===== config.mk =====
export PLATFORM = sky130hd
export DESIGN_NAME = shot_accumulator
export DESIGN_NICKNAME = d
export VERILOG_FILES = /design/src/common/dsp_pkg.sv /design/src/common/mem_pkg.sv /design/src/proc_core/shot_accumulator.sv
export SDC_FILE = /design/constraint.sdc
export NUM_CORES = 1
export LEC_CHECK = 0
export CAP_MARGIN = 20
export CELL_PAD_IN_SITES_DETAIL_PLACEMENT = 1
export CELL_PAD_IN_SITES_GLOBAL_PLACEMENT = 1
export CORE_ASPECT_RATIO = 1.25
export CORE_UTILIZATION = 47
export CTS_BUF_LIST = sky130_fd_sc_hd__clkbuf_4
export CTS_CLUSTER_SIZE = 14
export DETAILED_ROUTE_END_ITERATION = 10
export DONT_BUFFER_PORTS = 1
export MAX_ROUTING_LAYER = met4
export PLACE_DENSITY_LB_ADDON = 0.1
export SLEW_MARGIN = 10
export SYNTH_ARGS = -nofsm -noshare
export SYNTH_HDL_FRONTEND = slang
export SYNTH_SLANG_ARGS = --single-unit

===== constraint.sdc =====
create_clock -name clk -period 3.6 [get_ports clk]
set_input_delay 0.72 -clock clk [delete_from_list [all_inputs] [get_ports clk]]
set_output_delay 0.72 -clock clk [all_outputs]
set_load 0.02 [all_outputs]

===== src/common/dsp_pkg.sv =====
package dsp_pkg;

    typedef logic signed [15:0] sample_t;
    typedef logic signed [15:0] amp_t;    // q1.15.
    typedef logic signed [31:0] acc_t;

    typedef enum logic [3:0] {
        PLAY = 4'h1,
        ACQ  = 4'h2,
        WAIT = 4'h3,
        DONE = 4'h4
    } opcode_e;

    // pulse view, opcode in word 3.
    typedef struct packed {
        opcode_e     opcode;
        logic [9:0]  env_start;
        logic [9:0]  env_len;
        amp_t        amp;
        logic [87:0] pad;
    } play_cmd_t;

    typedef struct packed {
        opcode_e     opcode;
        logic [31:0] count;   // acquire length or wait cycles.
        logic [91:0] pad;
    } ctrl_cmd_t;

    typedef union packed {
        play_cmd_t play;
        ctrl_cmd_t ctrl;
    } cmd_u;

    typedef struct packed {
        logic    valid;
        sample_t data;
    } dac_out_t;

endpackage


===== src/common/mem_pkg.sv =====
package mem_pkg;

    localparam int BUF_AW = 10;

    typedef enum logic [2:0] {
        CMD_MEM = 3'd0,
        ENV_MEM = 3'd1
    } mem_sel_e;

    typedef struct packed {
        logic        en;
        logic [2:0]  core;
        mem_sel_e    sel;
        logic [15:0] addr;
        logic [31:0] data;
    } host_wr_t;

    typedef struct packed {
        logic              we;
        logic [BUF_AW-1:0] addr;
        dsp_pkg::sample_t  data;
    } acq_wr_t;

    typedef struct packed {
        logic              we;
        logic [BUF_AW-1:0] addr;
        dsp_pkg::acc_t     data;
    } acc_wr_t;

endpackage


===== src/proc_core/shot_accumulator.sv =====
module shot_accumulator
    import dsp_pkg::*;
    import mem_pkg::*;
#(
    parameter int BUF_ADDR_W = 10
) (
    input  logic        clk,
    input  logic        arst_n,
    input  sample_t     adc,
    input  logic        acq_go,
    input  logic [31:0] acq_len,
    input  logic [31:0] shot,
    output logic        acq_busy,
    output acq_wr_t     acq_wr,
    output acc_wr_t     acc_wr
);

    logic [31:0]           remaining;
    logic [BUF_ADDR_W-1:0] wr_idx;
    logic [BUF_ADDR_W-1:0] shot_idx;
    acc_t                  sum;
    acc_t                  next_sum;
    logic                  capture;
    logic                  acq_we;
    logic [BUF_ADDR_W-1:0] acq_addr;
    sample_t               acq_data;
    logic                  acc_we;
    acc_t                  acc_data;

    assign capture  = acq_busy && (remaining != '0);
    assign next_sum = capture ? sum + acc_t'(adc) : sum;

    assign acq_wr = '{we: acq_we, addr: BUF_AW'(acq_addr), data: acq_data};
    assign acc_wr = '{we: acc_we, addr: BUF_AW'(shot_idx), data: acc_data};

    always_ff @(posedge clk or negedge arst_n) begin
        if (!arst_n) begin
            acq_busy  <= 1'b0;
            remaining <= '0;
            wr_idx    <= '0;
            shot_idx  <= '0;
            sum       <= '0;
            acq_we    <= 1'b0;
            acc_we    <= 1'b0;
        end else begin
            acq_we <= capture;
            acc_we <= 1'b0;
            if (acq_go && !acq_busy) begin
                acq_busy  <= 1'b1;
                remaining <= acq_len;
                wr_idx    <= '0;
                shot_idx  <= shot[BUF_ADDR_W-1:0];
                sum       <= '0;
            end else if (acq_busy) begin
                if (capture) begin
                    remaining <= remaining - 32'd1;
                    wr_idx    <= wr_idx + 1'b1;
                end
                sum <= next_sum;
                if (remaining <= 32'd1) begin
                    acq_busy <= 1'b0;    // sum goes out with busy low.
                    acc_we   <= 1'b1;
                end
            end
        end
    end

    always_ff @(posedge clk) begin
        acq_addr <= wr_idx;
        acq_data <= adc;
        acc_data <= next_sum;
    end

endmodule


==> results of run 1 <==
final cells by class:
type                    count  area, µm²
fillers                  1770       7310
multi-input cells         581       3590
flip-flops and latches    145       3340
well taps                 182        228
repair buffers             17        150
clock buffers              18        135
clock inverters            14        118
inverters                  19       71.3
diodes                      1       2.50
layer usage:
| metal | vias up | track usage | share of wire |
|---|---|---|---|
| met5 | - | - | 0 |
| met4 | 0 | 0.114 | 0.024 |
| met3 | 32 | 0.0480 | 0.032 |
| met2 | 122 | 0.476 | 0.56 |
| met1 | 2913 | 0.260 | 0.39 |
| li1 | 2796 | - | - |
placed cells by master, fill, tap and decap left out, types with 16 or more instances in the layout:
cell type  synthesis  layout
dfrtp_1           87      87
o21ai_1           27      27
ha_1              35      35
nor2_1            32      31
xor2_1            23      23
a21oi_1           41      41
nand3_1           20      20
dfxtp_1           58      58
a21o_1            21      21
nand2_1          144     144
o21ai_0           46      46
clkbuf_4           0      18
inv_1             18      18
a22o_1            20      20
nor3_1            16      16
xnor2_1           21      21
flip-flops by register name, summed over array words and instances (netlist names):
register   cells
sum           32
acc_data      32
acq_addr      10
remaining     32
wr_idx        10
shot_idx      10
acq_data      16
acq_we         1
acq_busy       1
acc_we         1
path summary, 6_finish.rpt:
check	from	end	slack [ns]	cells past startpoint
setup / recovery	sum[0]	sum[30]	0.50	10
hold / removal	adc[5]	acq_data[5]	0.16	0
setup reg to reg	sum[0]	sum[30]	0.50	10
hold reg to reg	wr_idx[9]	acq_addr[9]	0.42	0
max in group asynchronous	arst_n	sum[17]	2.49	2
min in group asynchronous	arst_n	sum[7]	0.67	2
power by group:
group          internal (W)  total [W]  switching, W
Sequential          0.00226    0.00303      0.000771
Combinational       0.00131    0.00296       0.00165
Clock              0.000344   0.000952      0.000608
worst reg2reg max path, stage by stage, from the launching register on:
cell	delay [ns]
dfrtp_1	0.43
ha_1	0.24
fa_1	0.41
a21o_1	0.24
a221oi_1	0.29
o21ai_0	0.22
a21oi_1	0.23
o311ai_0	0.32
a31oi_1	0.26
xor2_1	0.19
o21ai_0	0.12
stage by stage:
step	std cells	cell area, µm²	hold slack (ns)
2_1_floorplan	783	7160	0.368
3_3_place_gp	942	7340	0.385
3_5_place_dp	942	7340	0.393
4_1_cts	976	7630	0.0971
5_1_grt	977	7640	0.106
6_report	977	7640	0.159
cell families (layout without fill, tap and decap cells):
logic type                 Yosys count  count (layout)
other                                0               1
buffers and inverters               57              68
AOI/OAI and AO/OA                  221             221
DFF                                145             145
and+or+nand+nor                    280             280
xor gates and xnor gates            44              44
adders and majority gates           36              36
==> metrics.txt, run 1 <==
status completed; Worst-Margin Slew 0.916 ns; Post-synth EDFFs 0; first-pass iteration count of the detailed router 4; DRT antenna net count 0; die area 15700 µm²; Arrival @ worst endpoint 3.51 ns; Post-synth ARST share 0.600; RSZ-0062 raised after global routing no; first-pass GRT wire length 30.8 mm; worst-path cell chain ha_1 -> fa_1 -> a21o_1 -> a221oi_1 -> o21ai_0 -> a21oi_1 -> o311ai_0 -> a31oi_1 -> xor2_1 -> o21ai_0; IO Pins 154; largest family of logic cells by synthesized area compound AO/OA/AOI/OAI gates; worst slack, placed 0.201 ns; Final Cycle Share 0.860; Via density 6.00; PD cells 909 nW/µm²; compound-cell area share of the yosys netlist 0.203; Routed wire per std cell 18.8 µm; Static Leak 3.24 nW; Slew Limit Fails 0; Fin. Hold Viols 0; CTS Buf Count 17; worst setup margin 0.502 ns; xor and xnor area share after synthesis 0.0538; Core Rows 50; adder-cell area share of the yosys netlist 0.0640; Area growth, synth to finish 6.68%; drt initial violations 193; largest net degree at the start of global routing 88; Worst VDD drop 0.273 mV; Starting Density 0.479; synth unique cells 56; post-DP HPWL 13.3 mm; Primary FF master, synth dfrtp_1; Skew-Pair Late Insertion Delay 0.59 ns; Yosys Warn Count 0; Buffers on Ports 0; DRC violations left 0; Post-Route WL 18.3 mm; Max Fclk 323 MHz; post-synthesis mux area share 0; Synth Area in Simple Gates 0.181; hold buffer count at CTS 2; core area 15000 µm²; Syn Area/Cell 9.14 µm²; # nets final 900; MaxCap Viol Count 0; GRT Overall Usage 0.257; Critical Path Fanout Max 3; Vias 5863; critical path's most frequent cell o21ai_0; CP Capture Type flop; initial antenna violation count 1; clock sink count 145; Post CTS Setup Buffer Count 0; Area contributors post-synth dfrtp_1 (30%), dfxtp_1 (16%), nand2_1 (7.5%); clock skew 0.0337 ns; Final Util 0.511; total congestion overflow 0; headroom to the max-slew limit 0.387; Synth Register Bits 145; Die X 112 µm; CP Data Required Time 4.01 ns; Tmin final 3.10 ns; Hold WC Path Type in -> reg; # H-tree levels 4; startpoint types flop; clock slew at reported path FFs 0.13 ns; critical path's slowest cell dfrtp_1; Synth top area share 0.304; CTS tree yes; cell taking the most area after synthesis dfrtp_1; syn nets 902; max incr delay on CP 0.43 ns; Mapped Cells 783; synthesized area 7160 µm²; CP Class reg -> reg; Buf+Inv Stages, Crit Path 0; gpl congestion 0.842; die height 140 µm; Seq/Total Area, Yosys 0.466; vias in the first global route 6374; Longest Clk Path Bufs 2; Root Driver clkbuf_4; most frequent cells after synthesis nand2_1 (144), dfrtp_1 (87), dfxtp_1 (58); setup TNS 0 ns; Worst path top cell family by delay compound AO/OA/AOI/OAI gates; endpoints failing setup 0; Final Power 0.00694 W; post_cts resized 0; most frequent cell after synthesis nand2_1; share of cells above drive strength 1 0.0680
No activity file was read; power rests on OpenSTA's default activity.
==> run 2: changes to the inputs <==
--- a/config.mk
+++ b/config.mk
@@ -16,6 +16,7 @@
 export DONT_BUFFER_PORTS = 1
 export MAX_ROUTING_LAYER = met4
 export PLACE_DENSITY_LB_ADDON = 0.1
+export REMOVE_ABC_BUFFERS = 1
 export SLEW_MARGIN = 10
 export SYNTH_ARGS = -nofsm -noshare
 export SYNTH_HDL_FRONTEND = slang
==> constraint.sdc (replaced) <==
create_clock -name clk -period 3.2 [get_ports clk]
set_input_delay 0.64 -clock clk [delete_from_list [all_inputs] [get_ports clk]]
set_output_delay 0.64 -clock clk [all_outputs]
set_load 0.02 [all_outputs]
==> metrics.txt, run 2 (synthesis gave the netlist of run 1 again) <==
# H-tree levels 4; initial antenna violation count 1; clock skew 0.0227 ns; # nets final 911; die height 140 µm; status completed; drt initial violations 197; Multi-input gate area 3620 µm²; worst setup margin 0.170 ns; headroom to the max-slew limit 0.593; Post-Place Cells 953; gpl congestion 0.843; DRC violations left 0; critical path's slowest cell fa_1; Via density 5.88; Longest Clk Path Bufs 2; Die X 112 µm; Final Non-Filler Cells 988; Static Leak 3.31 nW; Max Fclk 330 MHz; hold path depth 0; RSZ-0062 raised after global routing no; core area 15000 µm²; CP Data Required Time 3.64 ns; first-pass iteration count of the detailed router 4; CP Capture Type flop; total congestion overflow 0; first-pass GRT wire length 30.1 mm; commonest non-fill, non-tap cells in the layout nand2_1 (144), dfrtp_1 (87), dfxtp_1 (58); Buffers on Ports 0; Vias 5807; Core Rows 50; sequential cell area 3340 µm²; Starting Density 0.479; CTS tree yes; Arrival @ worst endpoint 3.47 ns; setup TNS 0 ns; DRT antenna net count 0; PD cells 1020 nW/µm²; Root Driver clkbuf_4; Worst-Margin Slew 0.602 ns; die area 15700 µm²; worst reg2reg path depth 11; Skew-Pair Late Insertion Delay 0.56 ns; MaxCap Viol Count 0; Area growth, synth to finish 8.62%; CTS Buf Count 17; worst slack, placed -0.110 ns; Hold WC Path Type in -> reg; Worst VDD drop 0.276 mV; share of cells above drive strength 1 0.0845; clock slew at reported path FFs 0.13 ns; vias in the first global route 6246; Worst path top cell family by delay compound AO/OA/AOI/OAI gates; worst-path cell chain ha_1 -> fa_1 -> a21o_1 -> a221oi_1 -> o21ai_0 -> buf_4 -> a211o_1 -> a21oi_1 -> xor2_1 -> o21ai_1 -> a22o_1; IO Pins 154; Tmin final 3.03 ns; Slew Limit Fails 0; Post-Route WL 18.1 mm; Fin. Hold Viols 0; post-DP HPWL 12.9 mm; commonest non-fill, non-tap cell in the layout nand2_1; Fin Hold WS 0.101 ns; largest net degree at the start of global routing 88; Final Cycle Share 0.947; GRT Overall Usage 0.248; clock sink count 145; Critical Path Fanout Max 3; startpoint types flop; largest registers acc_data x32, remaining x32, sum x32; Post CTS Setup Buffer Count 0; Buf+Inv Stages, Crit Path 1; CP Class reg -> reg; Routed wire per std cell 18.4 µm; endpoints failing setup 0; Filler cells 1760; max incr delay on CP 0.44 ns; Critical Path Stages 11
## run 2: final cells by class
cell class              count  area share
well taps                 182      0.0293
inverters                  19     0.00917
clock inverters            14      0.0172
clock buffers              18      0.0174
diodes                      1    0.000322
multi-input cells         581       0.466
repair buffers             28      0.0315
flip-flops and latches    145       0.429
## run 2: power breakdown
group          internal [W]  switching (W)
Combinational       0.00157        0.00185
Clock              0.000405       0.000716
Sequential          0.00254       0.000870
## run 2: stage by stage
step | power, W | cell area [µm²] | util
2_1_floorplan | 0.00583 | 7000 | -
3_3_place_gp | 0.00660 | 7440 | 0.498
3_5_place_dp | 0.00681 | 7440 | 0.498
4_1_cts | 0.00799 | 7750 | 0.518
5_1_grt | 0.00858 | 7780 | 0.520
6_report | 0.00795 | 7780 | 0.520
## run 2: per-layer routing
layer,part of all wire,global-route usage,vias to the layer above,wire (µm)
met4,0.012,0.0737,0,225
met5,0,-,-,0
met3,0.049,0.0567,20,882
li1,-,-,2820,-
met2,0.53,0.449,131,9620
met1,0.41,0.270,2836,7400
## run 2: final timing paths
kind | from | to | slack [ns]
setup / recovery | sum[0] | sum[14] | 0.17
hold reg to reg | wr_idx[7] | acq_addr[7] | 0.43
setup reg to reg | sum[0] | sum[14] | 0.17
min in group asynchronous | arst_n | sum[21] | 0.66
max in group asynchronous | arst_n | sum[29] | 2.17
hold / removal | adc[2] | acq_data[2] | 0.10
## run 2: timing repair
action,CTS,global route
resized for setup,0,3
endpoints found under the hold margin,87,0
setup endpoints to repair,0,6
hold buffers,2,0
